[src/source/render_pkg.sv]
// ~~~~~~~~~~~~~~~~~~~~~~~~~~~~~~~~~~~~~~~~~~~~~~~~~~~~~~~~~~~~~~~~~~~
// Shared colour, layer and scroll types for the tile renderer, and
// the fixed latencies of its pipelines. Referenced by scoped name.
// ~~~~~~~~~~~~~~~~~~~~~~~~~~~~~~~~~~~~~~~~~~~~~~~~~~~~~~~~~~~~~~~~~~~
package render_pkg;

  // World coordinates wrap on a 512-pixel square.
  localparam int COORD_W = 9;

  // Tiles are (1 << TILE_SHIFT) pixels on a side.
  localparam int TILE_SHIFT = 3;

  // Render x to line-buffer write.
  // Map read, VRAM read and palette read, one clock each.
  localparam int FETCH_LATENCY = 3;

  // Beam position to RGB pin.
  // Buffer read plus the output register.
  localparam int SCAN_LATENCY = 2;

  // 18-bit colour, six bits per channel.
  typedef struct packed {
    logic [5:0] red;
    logic [5:0] green;
    logic [5:0] blue;
  } rgb_t;

  // Per-layer configuration.
  // data_offset is a VRAM word address.
  typedef struct packed {
    logic               enable;
    logic               transp_en;
    logic [7:0]         color_key;
    logic [1:0]         palette;
    logic [COORD_W-1:0] offset_x;
    logic [COORD_W-1:0] offset_y;
    logic [15:0]        data_offset;
  } layer_cfg_t;

  // World scroll, shared by all layers.
  typedef struct packed {
    logic [COORD_W-1:0] scroll_x;
    logic [COORD_W-1:0] scroll_y;
  } scroll_t;

endpackage
[src/source/renderer_top.sv]
// ~~~~~~~~~~~~~~~~~~~~~~~~~~~~~~~~~~~~~~~~~~~~~~~~~~~~~~~~~~~~~~~~~~~
// Scanline tile renderer. Draws line y+1 into one buffer bank while
// line y is scanned out of the other. The three memories are external.
// ~~~~~~~~~~~~~~~~~~~~~~~~~~~~~~~~~~~~~~~~~~~~~~~~~~~~~~~~~~~~~~~~~~~
`timescale 1ns/1ps

module renderer_top #(
  parameter int  H_VISIBLE  = 32,
  parameter int  H_TOTAL    = 96,
  parameter int  V_VISIBLE  = 8,
  parameter int  V_TOTAL    = 10,
  parameter int  NUM_LAYERS = 2,
  parameter int  MAP_TILES  = 8,
  localparam int LAYER_W    = (NUM_LAYERS > 1) ? $clog2(NUM_LAYERS) : 1,
  localparam int MAP_AW     = LAYER_W + 2 * $clog2(MAP_TILES)
) (
  input  logic                                     clk,
  input  logic                                     reset,
  input  render_pkg::layer_cfg_t [NUM_LAYERS-1:0]  layers,
  input  render_pkg::scroll_t                      scroll,
  output logic [MAP_AW-1:0]                        map_addr,
  input  logic [15:0]                              map_data,
  output logic [15:0]                              vram_addr,
  input  logic [15:0]                              vram_data,
  output logic [9:0]                               pal_addr,
  input  render_pkg::rgb_t                         pal_data,
  output render_pkg::rgb_t                         rgb,
  output logic                                     blank,
  output logic                                     h_sync,
  output logic                                     v_sync
);
  localparam int X_W = $clog2(H_VISIBLE);
  localparam int HW  = $clog2(H_TOTAL);
  localparam int VW  = $clog2(V_TOTAL);

  // Beam.
  logic [HW-1:0] h_pos;
  logic [VW-1:0] v_pos;
  logic          h_blank;
  logic          v_blank;
  logic          h_sync_raw;
  logic          v_sync_raw;
  logic          line_start;

  // Render side.
  logic                          draw_valid;
  logic [X_W-1:0]                render_x;
  logic [LAYER_W-1:0]            layer;
  logic [render_pkg::COORD_W-1:0] render_y;
  logic                          buf_wr;
  logic [X_W:0]                  buf_addr;
  render_pkg::rgb_t              buf_data;

  // Scanout side.
  logic                          rd;
  logic [X_W:0]                  rd_addr;
  render_pkg::rgb_t              rd_data;

  scan_timing #(
    .H_VISIBLE(H_VISIBLE), .H_TOTAL(H_TOTAL),
    .V_VISIBLE(V_VISIBLE), .V_TOTAL(V_TOTAL)
  ) scan_timing_i (
    .clk(clk), .reset(reset), .h_pos(h_pos), .v_pos(v_pos),
    .h_blank(h_blank), .v_blank(v_blank), .h_sync(h_sync_raw),
    .v_sync(v_sync_raw), .line_start(line_start)
  );

  render_sequencer #(
    .H_VISIBLE(H_VISIBLE), .H_TOTAL(H_TOTAL), .V_VISIBLE(V_VISIBLE),
    .V_TOTAL(V_TOTAL), .NUM_LAYERS(NUM_LAYERS)
  ) render_sequencer_i (
    .clk(clk), .reset(reset), .line_start(line_start), .h_pos(h_pos),
    .v_pos(v_pos), .layers(layers), .draw_valid(draw_valid),
    .render_x(render_x), .layer(layer), .render_y(render_y)
  );

  tile_fetch_pipe #(
    .NUM_LAYERS(NUM_LAYERS), .MAP_TILES(MAP_TILES), .H_VISIBLE(H_VISIBLE)
  ) tile_fetch_pipe_i (
    .clk(clk), .reset(reset), .draw_valid(draw_valid), .render_x(render_x),
    .render_y(render_y), .layer(layer), .layers(layers), .scroll(scroll),
    .map_addr(map_addr), .map_data(map_data), .vram_addr(vram_addr),
    .vram_data(vram_data), .pal_addr(pal_addr), .pal_data(pal_data),
    .buf_wr(buf_wr), .buf_addr(buf_addr), .buf_data(buf_data)
  );

  line_buffer #(
    .H_VISIBLE(H_VISIBLE)
  ) line_buffer_i (
    .clk(clk), .wr(buf_wr), .wr_addr(buf_addr), .wr_data(buf_data),
    .rd(rd), .rd_addr(rd_addr), .rd_data(rd_data)
  );

  // Bank parity of the beam line, the opposite of the line being drawn.
  scanout_stage #(
    .H_VISIBLE(H_VISIBLE)
  ) scanout_stage_i (
    .clk(clk), .reset(reset), .h_pos(h_pos[X_W-1:0]), .v_pos(v_pos[0]),
    .h_blank(h_blank), .v_blank(v_blank), .h_sync(h_sync_raw),
    .v_sync(v_sync_raw), .rd(rd), .rd_addr(rd_addr), .rd_data(rd_data),
    .rgb(rgb), .blank(blank), .h_sync_out(h_sync), .v_sync_out(v_sync)
  );

endmodule

[src/source/scanout_stage.sv]
// ~~~~~~~~~~~~~~~~~~~~~~~~~~~~~~~~~~~~~~~~~~~~~~~~~~~~~~~~~~~~~~~~~~~
// Reads the finished line out of the buffer and registers the RGB.
// Sync and blank are delayed to line up with the colour.
// ~~~~~~~~~~~~~~~~~~~~~~~~~~~~~~~~~~~~~~~~~~~~~~~~~~~~~~~~~~~~~~~~~~~
`timescale 1ns/1ps

module scanout_stage #(
  parameter int  H_VISIBLE = 32,
  localparam int X_W       = $clog2(H_VISIBLE)
) (
  input  logic             clk,
  input  logic             reset,
  input  logic [X_W-1:0]   h_pos,
  // Line parity only, it picks the bank.
  input  logic             v_pos,
  input  logic             h_blank,
  input  logic             v_blank,
  input  logic             h_sync,
  input  logic             v_sync,
  output logic             rd,
  output logic [X_W:0]     rd_addr,
  input  render_pkg::rgb_t rd_data,
  output render_pkg::rgb_t rgb,
  output logic             blank,
  output logic             h_sync_out,
  output logic             v_sync_out
);
  logic       rd_valid;
  logic [2:0] active_q;

  assign rd      = !(h_blank || v_blank);
  assign rd_addr = {v_pos, h_pos};

  // Buffer data lands one clock after rd; black outside the picture.
  always_ff @(posedge clk or posedge reset) begin
    if (reset) begin
      rd_valid <= 1'b0;
      rgb      <= '0;
    end else begin
      rd_valid <= rd;
      rgb      <= rd_valid ? rd_data : '0;
    end
  end

  // Delayed as active-high so a cleared line reads as idle.
  delay_line #(
    .WIDTH(3),
    .DELAY(render_pkg::SCAN_LATENCY)
  ) ctrl_delay (
    .clk   (clk),
    .reset (reset),
    .d     ({rd, ~h_sync, ~v_sync}),
    .q     (active_q)
  );

  assign blank      = ~active_q[2];
  assign h_sync_out = ~active_q[1];
  assign v_sync_out = ~active_q[0];

endmodule

[src/source/line_buffer.sv]
// ~~~~~~~~~~~~~~~~~~~~~~~~~~~~~~~~~~~~~~~~~~~~~~~~~~~~~~~~~~~~~~~~~~~
// Two banks of one line each. One port writes rendered pixels; the
// other reads for scanout and zeroes each entry as it goes.
// ~~~~~~~~~~~~~~~~~~~~~~~~~~~~~~~~~~~~~~~~~~~~~~~~~~~~~~~~~~~~~~~~~~~
`timescale 1ns/1ps

module line_buffer #(
  parameter int  H_VISIBLE = 32,
  localparam int X_W       = $clog2(H_VISIBLE)
) (
  input  logic             clk,
  input  logic             wr,
  input  logic [X_W:0]     wr_addr,
  input  render_pkg::rgb_t wr_data,
  input  logic             rd,
  input  logic [X_W:0]     rd_addr,
  output render_pkg::rgb_t rd_data
);
  // Top address bit picks the bank.
  render_pkg::rgb_t mem [2][H_VISIBLE];

  always_ff @(posedge clk) begin
    if (wr) begin
      mem[wr_addr[X_W]][wr_addr[X_W-1:0]] <= wr_data;
    end
    if (rd) begin
      rd_data <= mem[rd_addr[X_W]][rd_addr[X_W-1:0]];
      // Leave background zero for the next line in this bank.
      mem[rd_addr[X_W]][rd_addr[X_W-1:0]] <= '0;
    end
  end

  // Render and scanout must always work in opposite banks.
  no_write_clear_clash: assert property (@(posedge clk)
    !(wr && rd && (wr_addr == rd_addr)));

endmodule

[src/source/tile_fetch_pipe.sv]
// ~~~~~~~~~~~~~~~~~~~~~~~~~~~~~~~~~~~~~~~~~~~~~~~~~~~~~~~~~~~~~~~~~~~
// Three-stage tile pixel fetch. Turns a render position into tilemap,
// VRAM and palette reads and a line-buffer write FETCH_LATENCY later.
// ~~~~~~~~~~~~~~~~~~~~~~~~~~~~~~~~~~~~~~~~~~~~~~~~~~~~~~~~~~~~~~~~~~~
`timescale 1ns/1ps

module tile_fetch_pipe #(
  parameter int  NUM_LAYERS = 2,
  parameter int  MAP_TILES  = 8,
  parameter int  H_VISIBLE  = 32,
  localparam int LAYER_W    = (NUM_LAYERS > 1) ? $clog2(NUM_LAYERS) : 1,
  localparam int MAP_W      = $clog2(MAP_TILES),
  localparam int X_W        = $clog2(H_VISIBLE)
) (
  input  logic                                     clk,
  input  logic                                     reset,
  input  logic                                     draw_valid,
  input  logic [X_W-1:0]                           render_x,
  input  logic [render_pkg::COORD_W-1:0]           render_y,
  input  logic [LAYER_W-1:0]                       layer,
  input  render_pkg::layer_cfg_t [NUM_LAYERS-1:0]  layers,
  input  render_pkg::scroll_t                      scroll,
  output logic [LAYER_W+2*MAP_W-1:0]               map_addr,
  input  logic [15:0]                              map_data,
  output logic [15:0]                              vram_addr,
  input  logic [15:0]                              vram_data,
  output logic [9:0]                               pal_addr,
  input  render_pkg::rgb_t                         pal_data,
  output logic                                     buf_wr,
  output logic [X_W:0]                             buf_addr,
  output render_pkg::rgb_t                         buf_data
);
  localparam int TS = render_pkg::TILE_SHIFT;
  localparam int CW = render_pkg::COORD_W;

  render_pkg::layer_cfg_t cfg;
  logic [CW-1:0]          world_x;
  logic [CW-1:0]          world_y;
  logic [TS-1:0]          s1_row;
  logic [TS-1:0]          s1_col;
  logic [15:0]            s1_offset;
  logic                   s2_col0;
  logic                   s2_valid;
  logic                   s2_transp;
  logic [7:0]             s2_key;
  logic [1:0]             s2_palette;
  logic [7:0]             s2_pixel;
  logic                   s2_wr;

  // Stage 0: scroll into world space and address the tilemap.
  assign cfg     = layers[layer];
  assign world_x = CW'(render_x) + scroll.scroll_x - cfg.offset_x;
  assign world_y = render_y + scroll.scroll_y - cfg.offset_y;
  // Map position wraps at the map edge by truncation.
  assign map_addr = {layer, world_y[TS +: MAP_W], world_x[TS +: MAP_W]};

  // Position inside the tile rides along with the reads.
  always_ff @(posedge clk) begin
    s1_row    <= world_y[TS-1:0];
    s1_col    <= world_x[TS-1:0];
    s1_offset <= cfg.data_offset;
    s2_col0   <= s1_col[0];
  end

  // Stage 1: tile index to VRAM word.
  // 32 words per tile, 4 words per tile row, 2 pixels per word.
  assign vram_addr = s1_offset + (map_data << (2 * TS - 1))
                   + 16'({s1_row, s1_col[TS-1:1]});

  // Valid, key test and palette number, aligned to stage 2.
  delay_line #(
    .WIDTH(12),
    .DELAY(render_pkg::FETCH_LATENCY - 1)
  ) qual_delay (
    .clk   (clk),
    .reset (reset),
    .d     ({draw_valid, cfg.transp_en, cfg.color_key, cfg.palette}),
    .q     ({s2_valid, s2_transp, s2_key, s2_palette})
  );

  // Stage 2: pick the pixel byte and look up its colour.
  // Even columns sit in the low byte.
  assign s2_pixel = s2_col0 ? vram_data[15:8] : vram_data[7:0];
  assign pal_addr = {s2_palette, s2_pixel};
  // Colour-key hit means a see-through pixel.
  assign s2_wr = s2_valid && !(s2_transp && (s2_pixel == s2_key));

  always_ff @(posedge clk or posedge reset) begin
    if (reset) begin
      buf_wr <= 1'b0;
    end else begin
      buf_wr <= s2_wr;
    end
  end

  // Stage 3: palette colour straight into the buffer.
  // Bank comes from the parity of the line being drawn.
  delay_line #(
    .WIDTH(X_W + 1),
    .DELAY(render_pkg::FETCH_LATENCY)
  ) addr_delay (
    .clk   (clk),
    .reset (reset),
    .d     ({render_y[0], render_x}),
    .q     (buf_addr)
  );

  assign buf_data = pal_data;

endmodule

[src/source/render_sequencer.sv]
// ~~~~~~~~~~~~~~~~~~~~~~~~~~~~~~~~~~~~~~~~~~~~~~~~~~~~~~~~~~~~~~~~~~~
// Walks the tile layers once per line, lowest first, and steps the
// render x position across the next visible line for the fetch pipe.
// ~~~~~~~~~~~~~~~~~~~~~~~~~~~~~~~~~~~~~~~~~~~~~~~~~~~~~~~~~~~~~~~~~~~
`timescale 1ns/1ps

module render_sequencer #(
  parameter int  H_VISIBLE  = 32,
  parameter int  H_TOTAL    = 96,
  parameter int  V_VISIBLE  = 8,
  parameter int  V_TOTAL    = 10,
  parameter int  NUM_LAYERS = 2,
  localparam int HW         = $clog2(H_TOTAL),
  localparam int VW         = $clog2(V_TOTAL),
  localparam int X_W        = $clog2(H_VISIBLE),
  localparam int LAYER_W    = (NUM_LAYERS > 1) ? $clog2(NUM_LAYERS) : 1
) (
  input  logic                                     clk,
  input  logic                                     reset,
  input  logic                                     line_start,
  input  logic [HW-1:0]                            h_pos,
  input  logic [VW-1:0]                            v_pos,
  input  render_pkg::layer_cfg_t [NUM_LAYERS-1:0]  layers,
  output logic                                     draw_valid,
  output logic [X_W-1:0]                           render_x,
  output logic [LAYER_W-1:0]                       layer,
  output logic [render_pkg::COORD_W-1:0]           render_y
);
  // Layer counter must also hold the "all done" value.
  localparam int CNT_W = $clog2(NUM_LAYERS + 1);

  localparam logic [HW-1:0]    H_LAST = HW'(H_TOTAL - 1);
  localparam logic [VW-1:0]    V_LAST = VW'(V_TOTAL - 1);
  localparam logic [VW-1:0]    V_VIS  = VW'(V_VISIBLE);
  localparam logic [X_W-1:0]   X_LAST = X_W'(H_VISIBLE - 1);
  localparam logic [CNT_W-1:0] L_DONE = CNT_W'(NUM_LAYERS);

  typedef enum logic [1:0] {
    S_IDLE,
    S_DECIDE,
    S_DRAW
  } state_t;

  state_t           state;
  logic [CNT_W-1:0] layer_cnt;
  logic [VW-1:0]    next_line;

  // Line after the beam, wrapping at the end of the frame.
  assign next_line  = (v_pos == V_LAST) ? '0 : v_pos + 1'b1;
  assign render_y   = render_pkg::COORD_W'(next_line);
  assign layer      = layer_cnt[LAYER_W-1:0];
  assign draw_valid = (state == S_DRAW);

  always_ff @(posedge clk or posedge reset) begin
    if (reset) begin
      state     <= S_IDLE;
      layer_cnt <= '0;
      render_x  <= '0;
    end else if (state != S_IDLE && h_pos == H_LAST) begin
      // Out of time for this line, drop whatever is left.
      state <= S_IDLE;
    end else begin
      case (state)
        S_IDLE: begin
          if (line_start && next_line < V_VIS) begin
            state     <= S_DECIDE;
            layer_cnt <= '0;
          end
        end
        S_DECIDE: begin
          if (layer_cnt == L_DONE) begin
            state <= S_IDLE;
          end else if (layers[layer].enable) begin
            state    <= S_DRAW;
            render_x <= '0;
          end else begin
            // Disabled layer, skip to the next one.
            layer_cnt <= layer_cnt + 1'b1;
          end
        end
        S_DRAW: begin
          if (render_x == X_LAST) begin
            state     <= S_DECIDE;
            layer_cnt <= layer_cnt + 1'b1;
          end else begin
            render_x <= render_x + 1'b1;
          end
        end
        default: state <= S_IDLE;
      endcase
    end
  end

  // A layer draw is always entered through a decide clock.
  draw_after_decide: assert property (@(posedge clk) disable iff (reset)
    $rose(draw_valid) |-> $past(state) == S_DECIDE);

endmodule

[src/source/scan_timing.sv]
// ~~~~~~~~~~~~~~~~~~~~~~~~~~~~~~~~~~~~~~~~~~~~~~~~~~~~~~~~~~~~~~~~~~~
// Beam position counters for the display. Gives blank, active-low
// sync and a line-start pulse to the render and scanout stages.
// ~~~~~~~~~~~~~~~~~~~~~~~~~~~~~~~~~~~~~~~~~~~~~~~~~~~~~~~~~~~~~~~~~~~
`timescale 1ns/1ps

module scan_timing #(
  parameter int  H_VISIBLE = 32,
  parameter int  H_TOTAL   = 96,
  parameter int  V_VISIBLE = 8,
  parameter int  V_TOTAL   = 10,
  localparam int HW        = $clog2(H_TOTAL),
  localparam int VW        = $clog2(V_TOTAL)
) (
  input  logic          clk,
  input  logic          reset,
  output logic [HW-1:0] h_pos,
  output logic [VW-1:0] v_pos,
  output logic          h_blank,
  output logic          v_blank,
  output logic          h_sync,
  output logic          v_sync,
  output logic          line_start
);
  localparam logic [HW-1:0] H_LAST = HW'(H_TOTAL - 1);
  localparam logic [VW-1:0] V_LAST = VW'(V_TOTAL - 1);
  localparam logic [HW-1:0] H_VIS  = HW'(H_VISIBLE);
  localparam logic [VW-1:0] V_VIS  = VW'(V_VISIBLE);
  // Sync occupies the last four counts of each period.
  localparam logic [HW-1:0] H_SYNC = HW'(H_TOTAL - 4);
  localparam logic [VW-1:0] V_SYNC = VW'(V_TOTAL - 4);

  always_ff @(posedge clk or posedge reset) begin
    if (reset) begin
      h_pos <= '0;
      v_pos <= '0;
    end else if (h_pos == H_LAST) begin
      h_pos <= '0;
      // Line wraps, frame may wrap too.
      v_pos <= (v_pos == V_LAST) ? '0 : v_pos + 1'b1;
    end else begin
      h_pos <= h_pos + 1'b1;
    end
  end

  assign h_blank    = (h_pos >= H_VIS);
  assign v_blank    = (v_pos >= V_VIS);
  assign h_sync     = !(h_pos >= H_SYNC);
  assign v_sync     = !(v_pos >= V_SYNC);
  assign line_start = (h_pos == '0);

  h_pos_in_range: assert property (@(posedge clk) disable iff (reset)
    h_pos < H_TOTAL);

endmodule

[src/source/delay_line.sv]
// ~~~~~~~~~~~~~~~~~~~~~~~~~~~~~~~~~~~~~~~~~~~~~~~~~~~~~~~~~~~~~~~~~~~
// Reset-cleared shift register of DELAY stages. Keeps side values in
// step with a pipeline of the same depth.
// ~~~~~~~~~~~~~~~~~~~~~~~~~~~~~~~~~~~~~~~~~~~~~~~~~~~~~~~~~~~~~~~~~~~
`timescale 1ns/1ps

module delay_line #(
  parameter int WIDTH = 1,
  parameter int DELAY = 1
) (
  input  logic             clk,
  input  logic             reset,
  input  logic [WIDTH-1:0] d,
  output logic [WIDTH-1:0] q
);
  logic [WIDTH-1:0] stage [DELAY];

  always_ff @(posedge clk or posedge reset) begin
    if (reset) begin
      for (int i = 0; i < DELAY; i++) begin
        stage[i] <= '0;
      end
    end else begin
      stage[0] <= d;
      // Each stage takes the value of the one before it.
      for (int i = 1; i < DELAY; i++) begin
        stage[i] <= stage[i-1];
      end
    end
  end

  assign q = stage[DELAY-1];

endmodule

[config.mk]
export PLATFORM = sky130hd
export DESIGN_NAME = renderer_top
export DESIGN_NICKNAME = d
export VERILOG_FILES = /design/src/source/render_pkg.sv /design/src/source/renderer_top.sv /design/src/source/scanout_stage.sv /design/src/source/line_buffer.sv /design/src/source/tile_fetch_pipe.sv /design/src/source/render_sequencer.sv /design/src/source/scan_timing.sv /design/src/source/delay_line.sv
export SDC_FILE = /design/constraint.sdc
export NUM_CORES = 2
export LEC_CHECK = 0
export BUFFER_PORTS_ARGS = -buffer_cell sky130_fd_sc_hd__buf_2
export CORE_MARGIN = 3
export CORE_UTILIZATION = 40
export DETAILED_ROUTE_END_ITERATION = 8
export HOLD_SLACK_MARGIN = 0.05
export PLACE_DENSITY = 0.55
export SYNTH_ARGS = -nofsm -noshare
export SYNTH_HDL_FRONTEND = slang
export SYNTH_SLANG_ARGS = --single-unit
[constraint.sdc]
create_clock -name clk -period 5.3 [get_ports clk]
set_input_delay 0.795 -clock clk [delete_from_list [all_inputs] [get_ports clk]]
set_output_delay 0.795 -clock clk [all_outputs]
set_load 0.005 [all_outputs]
==> impl_metrics.env <==
export IMPL_result_of_the_run="finished clean"
export IMPL_avgViaCountPerCell=5.59
export IMPL_worstPathRequired_ns=4.51
export IMPL_final_cell_area_um2=62400
export IMPL_grt_use_total=0.269
export IMPL_synth_top_flop_cell="dfxtp_1"
export IMPL_synth_area_um2=55400
export IMPL_timing_critical_path_arrival_ns=3.84
export IMPL_cap_violations=0
export IMPL_grt_first_pass_wirelength_um=288000
export IMPL_drive_above_1_share=0.155
export IMPL_first_iter_violations=4025
export IMPL_synthesized_netlist_cell_count=6364
export IMPL_number_of_antenna_violations_at_the_first_check_in_global_routing=15
export IMPL_cts_num_sinks=1280
export IMPL_yosysTopAreaCellShare=0.425
export IMPL_detailedPlacementHpwl_um=121000
export IMPL_fin_hold_ws_ns=0.157
export IMPL_routed_wirelength_um=196000
export IMPL_timing_critical_path_from_type="flip-flop"
export IMPL_layout_min_cycle_time_ns=4.63
export IMPL_cp_max_fo=22
export IMPL_rows=135
export IMPL_design_core_area_um2=136000
export IMPL_fmaxAchievable_ghz=0.216
export IMPL_cts_repair_resize_count=0
export IMPL_ios=216
export IMPL_die_height_um=378
export IMPL_number_of_global_route_vias_before_repair=43700
export IMPL_synth_edf_count=18
export IMPL_tightestPinTransition_ns=1.23
export IMPL_initial_utilization=0.406
export IMPL_maxSlewHeadroom=0.180
export IMPL_clk_insertion_delay_late_ns=0.78
export IMPL_die_outline_area_um2=143000
export IMPL_synthesis_nets=6575
export IMPL_tritoncts="done"
export IMPL_synth_seq_area_share=0.474
export IMPL_nNetsFinal=6563
export IMPL_num_vias=46100
export IMPL_holdBufCountCts=0
export IMPL_cp_slowest_stage_delay_ns=0.67
export IMPL_setup_ws_ns=0.667
export IMPL_timing_max_transition_violations_final=0
export IMPL_detail_route_wl_per_cell_um=23.7
export IMPL_setup_worst_path_class="flip-flop to output port"
export IMPL_power_density_nw_per_um2=368
export IMPL_flow_area_growth_from_synthesis_pct=12.8
export IMPL_synth_lib_cells_used_distinct=62
export IMPL_cp_top_family="adder cells"
export IMPL_clock_path_buffers=3
export IMPL_pin_count_of_the_biggest_net_entering_global_routing=94
export IMPL_postSynthRegisterBits=1280
export IMPL_final_min_period_over_clock_period=0.874
export IMPL_drt_first_pass_iters=6
export IMPL_postPlaceCellArea_um2=57700
export IMPL_path_cells="buf_4 > mux2_2 > fa_1 > inv_1 > ha_1 > a21oi_1 > o21bai_1 > a21oi_1 > xnor2_1 > buf_2"
export IMPL_finalClockSkew_ns=0.0265
export IMPL_clkSlewWorstSetupHoldPaths_ns=0.06
export IMPL_global_route_overflow_total=0
export IMPL_post_synth_top_area_cell="dfxtp_1"
export IMPL_post_cts_setup_buffers=0
export IMPL_p_leak_nw=26.3
export IMPL_post_synth_cell_area_avg_um2=8.70
export IMPL_diodes=0
export IMPL_slowest_stage="dfrtp_2"
export IMPL_post_synth_main_area_contributors="dfxtp_1 (42%), nand2_1 (16%), mux4_2 (12%), a21oi_1 (11%), dfrtp_1 (3.9%)"
export IMPL_setup_viol_count_final=0
export IMPL_timing_setup_tns_ns=0
export IMPL_finalHoldViolCount=0
export IMPL_most_frequent_cell_on_the_critical_path="a21oi_1"
export IMPL_routabilityCongestion=0.893
export IMPL_drc=0
export IMPL_fillerInstances=13100
export IMPL_buffer_ports_inserted=192
export IMPL_rsz0062_at_grt="no"
export IMPL_cts_made_buffers=141
export IMPL_pre_cts_ws_ns=1.42
export IMPL_cts_htree_levels=4
export IMPL_worst_min_delay_path_category="input pin to async pin"
export IMPL_cp_end_kind="output port"
export IMPL_fp_dieW_um=378
export IMPL_root_buffer="clkbuf_16"
export IMPL_ir_drop_uv=245
export IMPL_worstPathBufferInverterCount=3
export IMPL_final_ant_viol_nets=0
export IMPL_ys_warnings_count=0
export IMPL_async_flop_share=0.0680
final cells by class:
type                       instances  area, um^2  share of cell area
sequential                      1280       26300               0.420
tap                             1781        2230              0.0357
clock buffer                     203        4190              0.0671
multi-input combinational       4554       26900               0.431
timing repair buffer             324        2090              0.0334
clock inverter                    54         558             0.00894
inverter                          51         201             0.00323
registers in the layout, indices dropped and copies added, names as in the netlist, 2 cells and up:
signal                              count
line_buffer_i.rd_data                  18
tile_fetch_pipe_i.s1_col                3
tile_fetch_pipe_i.s1_offset            16
tile_fetch_pipe_i.qual_delay.stage     12
scan_timing_i.h_pos                     7
scanout_stage_i.ctrl_delay.stage        2
render_sequencer_i.state                2
scan_timing_i.v_pos                     4
render_sequencer_i.layer_cnt            2
scanout_stage_i.ctrl_delay.q            3
scanout_stage_i.rgb                    18
line_buffer_i.mem                    1152
tile_fetch_pipe_i.addr_delay.q          6
tile_fetch_pipe_i.s1_row                3
tile_fetch_pipe_i.qual_delay.q         12
render_sequencer_i.render_x             5
tile_fetch_pipe_i.addr_delay.stage     12
report_power, final:
group	internal, mW	switching [mW]
Clock	5.88	4.22
Sequential	10.3	0.347
Combinational	0.995	1.23
final timing paths:
| path | cells after the start | start | to | slack [ns] |
|---|---|---|---|---|
| max | 10 | render_sequencer_i.layer_cnt[0] | map_addr[2] | 0.67 |
| min reg2reg | 0 | tile_fetch_pipe_i.s1_col[0] | tile_fetch_pipe_i.s2_col0 | 0.34 |
| max in group asynchronous | 3 | reset | scan_timing_i.h_pos[1] | 3.99 |
| max reg2reg | 6 | scan_timing_i.v_pos[0] | line_buffer_i.rd_data[13] | 1.51 |
| min | 2 | reset | tile_fetch_pipe_i.qual_delay.q[1] | 0.16 |
| min in group clk | 2 | layers[86] | tile_fetch_pipe_i.qual_delay.stage[18] | 0.25 |
routing by layer:
layer,up-vias,share of wire,routed length [um],global-route usage
li1,21500,-,-,-
met1,22400,0.41,80300,0.356
met2,1814,0.46,90700,0.431
met3,397,0.084,16400,0.0522
met4,10,0.043,8340,0.111
met5,-,0.00036,70,0
logic make-up after synthesis:
family	share of synthesized area
fa+ha+maj	0.0124
compound gates	0.129
simple gates	0.186
flops	0.474
buf+inv	0.0410
mux	0.151
xor+xnor	0.00633
cells in the mapped netlist (3+ instances only):
master,instances
clkbuf_1,285
nor2b_1,12
o31ai_1,3
nand2b_1,11
dfrtp_1,87
o21ai_0,95
a22oi_1,10
mux4_2,287
or2_2,5
buf_1,38
nand2_1,2338
buf_2,130
mux2_2,47
o21bai_1,5
nor2_2,73
and2_1,25
dfxtp_1,1175
nor3_1,8
edfxtp_1,18
nor2_1,84
buf_6,6
and3_1,4
buf_4,20
nand3b_1,3
mux2i_1,135
a21oi_1,1178
or4_1,15
nand3_1,11
fa_1,10
and3b_1,3
inv_1,50
a21o_1,8
o22ai_1,63
ha_1,39
xnor2_1,26
or3_1,4
xor2_1,14
nand4_1,4
layout by cell type (no fill, tap or decap), types with 4 or more instances in the layout:
cell | Yosys | final
dfxtp_1 | 1175 | 1175
nor2_1 | 84 | 64
ha_1 | 39 | 39
clkbuf_8 | 0 | 28
or2_2 | 5 | 5
buf_2 | 130 | 183
clkbuf_16 | 0 | 148
a21oi_1 | 1178 | 1178
and2_1 | 25 | 25
inv_1 | 50 | 49
dfrtp_1 | 87 | 83
xor2_1 | 14 | 14
mux2_2 | 47 | 47
nor3_1 | 8 | 6
a22oi_1 | 10 | 10
o22ai_1 | 63 | 63
clkinv_2 | 0 | 31
edfxtp_1 | 18 | 18
buf_12 | 0 | 9
fa_1 | 10 | 10
o21ai_0 | 95 | 95
clkbuf_1 | 285 | 27
nand2_1 | 2338 | 2338
xnor2_1 | 26 | 26
a21o_1 | 8 | 8
o21bai_1 | 5 | 5
and3_1 | 4 | 4
or3_1 | 4 | 4
nand3_1 | 11 | 10
nand4_1 | 4 | 4
nor2_2 | 73 | 93
mux4_2 | 287 | 287
bufinv_16 | 0 | 7
or4_1 | 15 | 15
nand2b_1 | 11 | 11
nor2b_1 | 12 | 12
mux2i_1 | 135 | 135
inv_6 | 0 | 7
buf_4 | 20 | 132
through the flow:
stage / instances / power (mW) / util
final: 8247 / 23.0 / 0.457
after global routing: 8247 / 23.8 / 0.457
after CTS: 8247 / 23.1 / 0.457
after detailed placement: 7990 / 13.1 / 0.423
after global placement: 7990 / 13.0 / 0.423
after floorplan: 6364 / 12.4 / -
No activity file was read; power rests on OpenSTA's default activity.
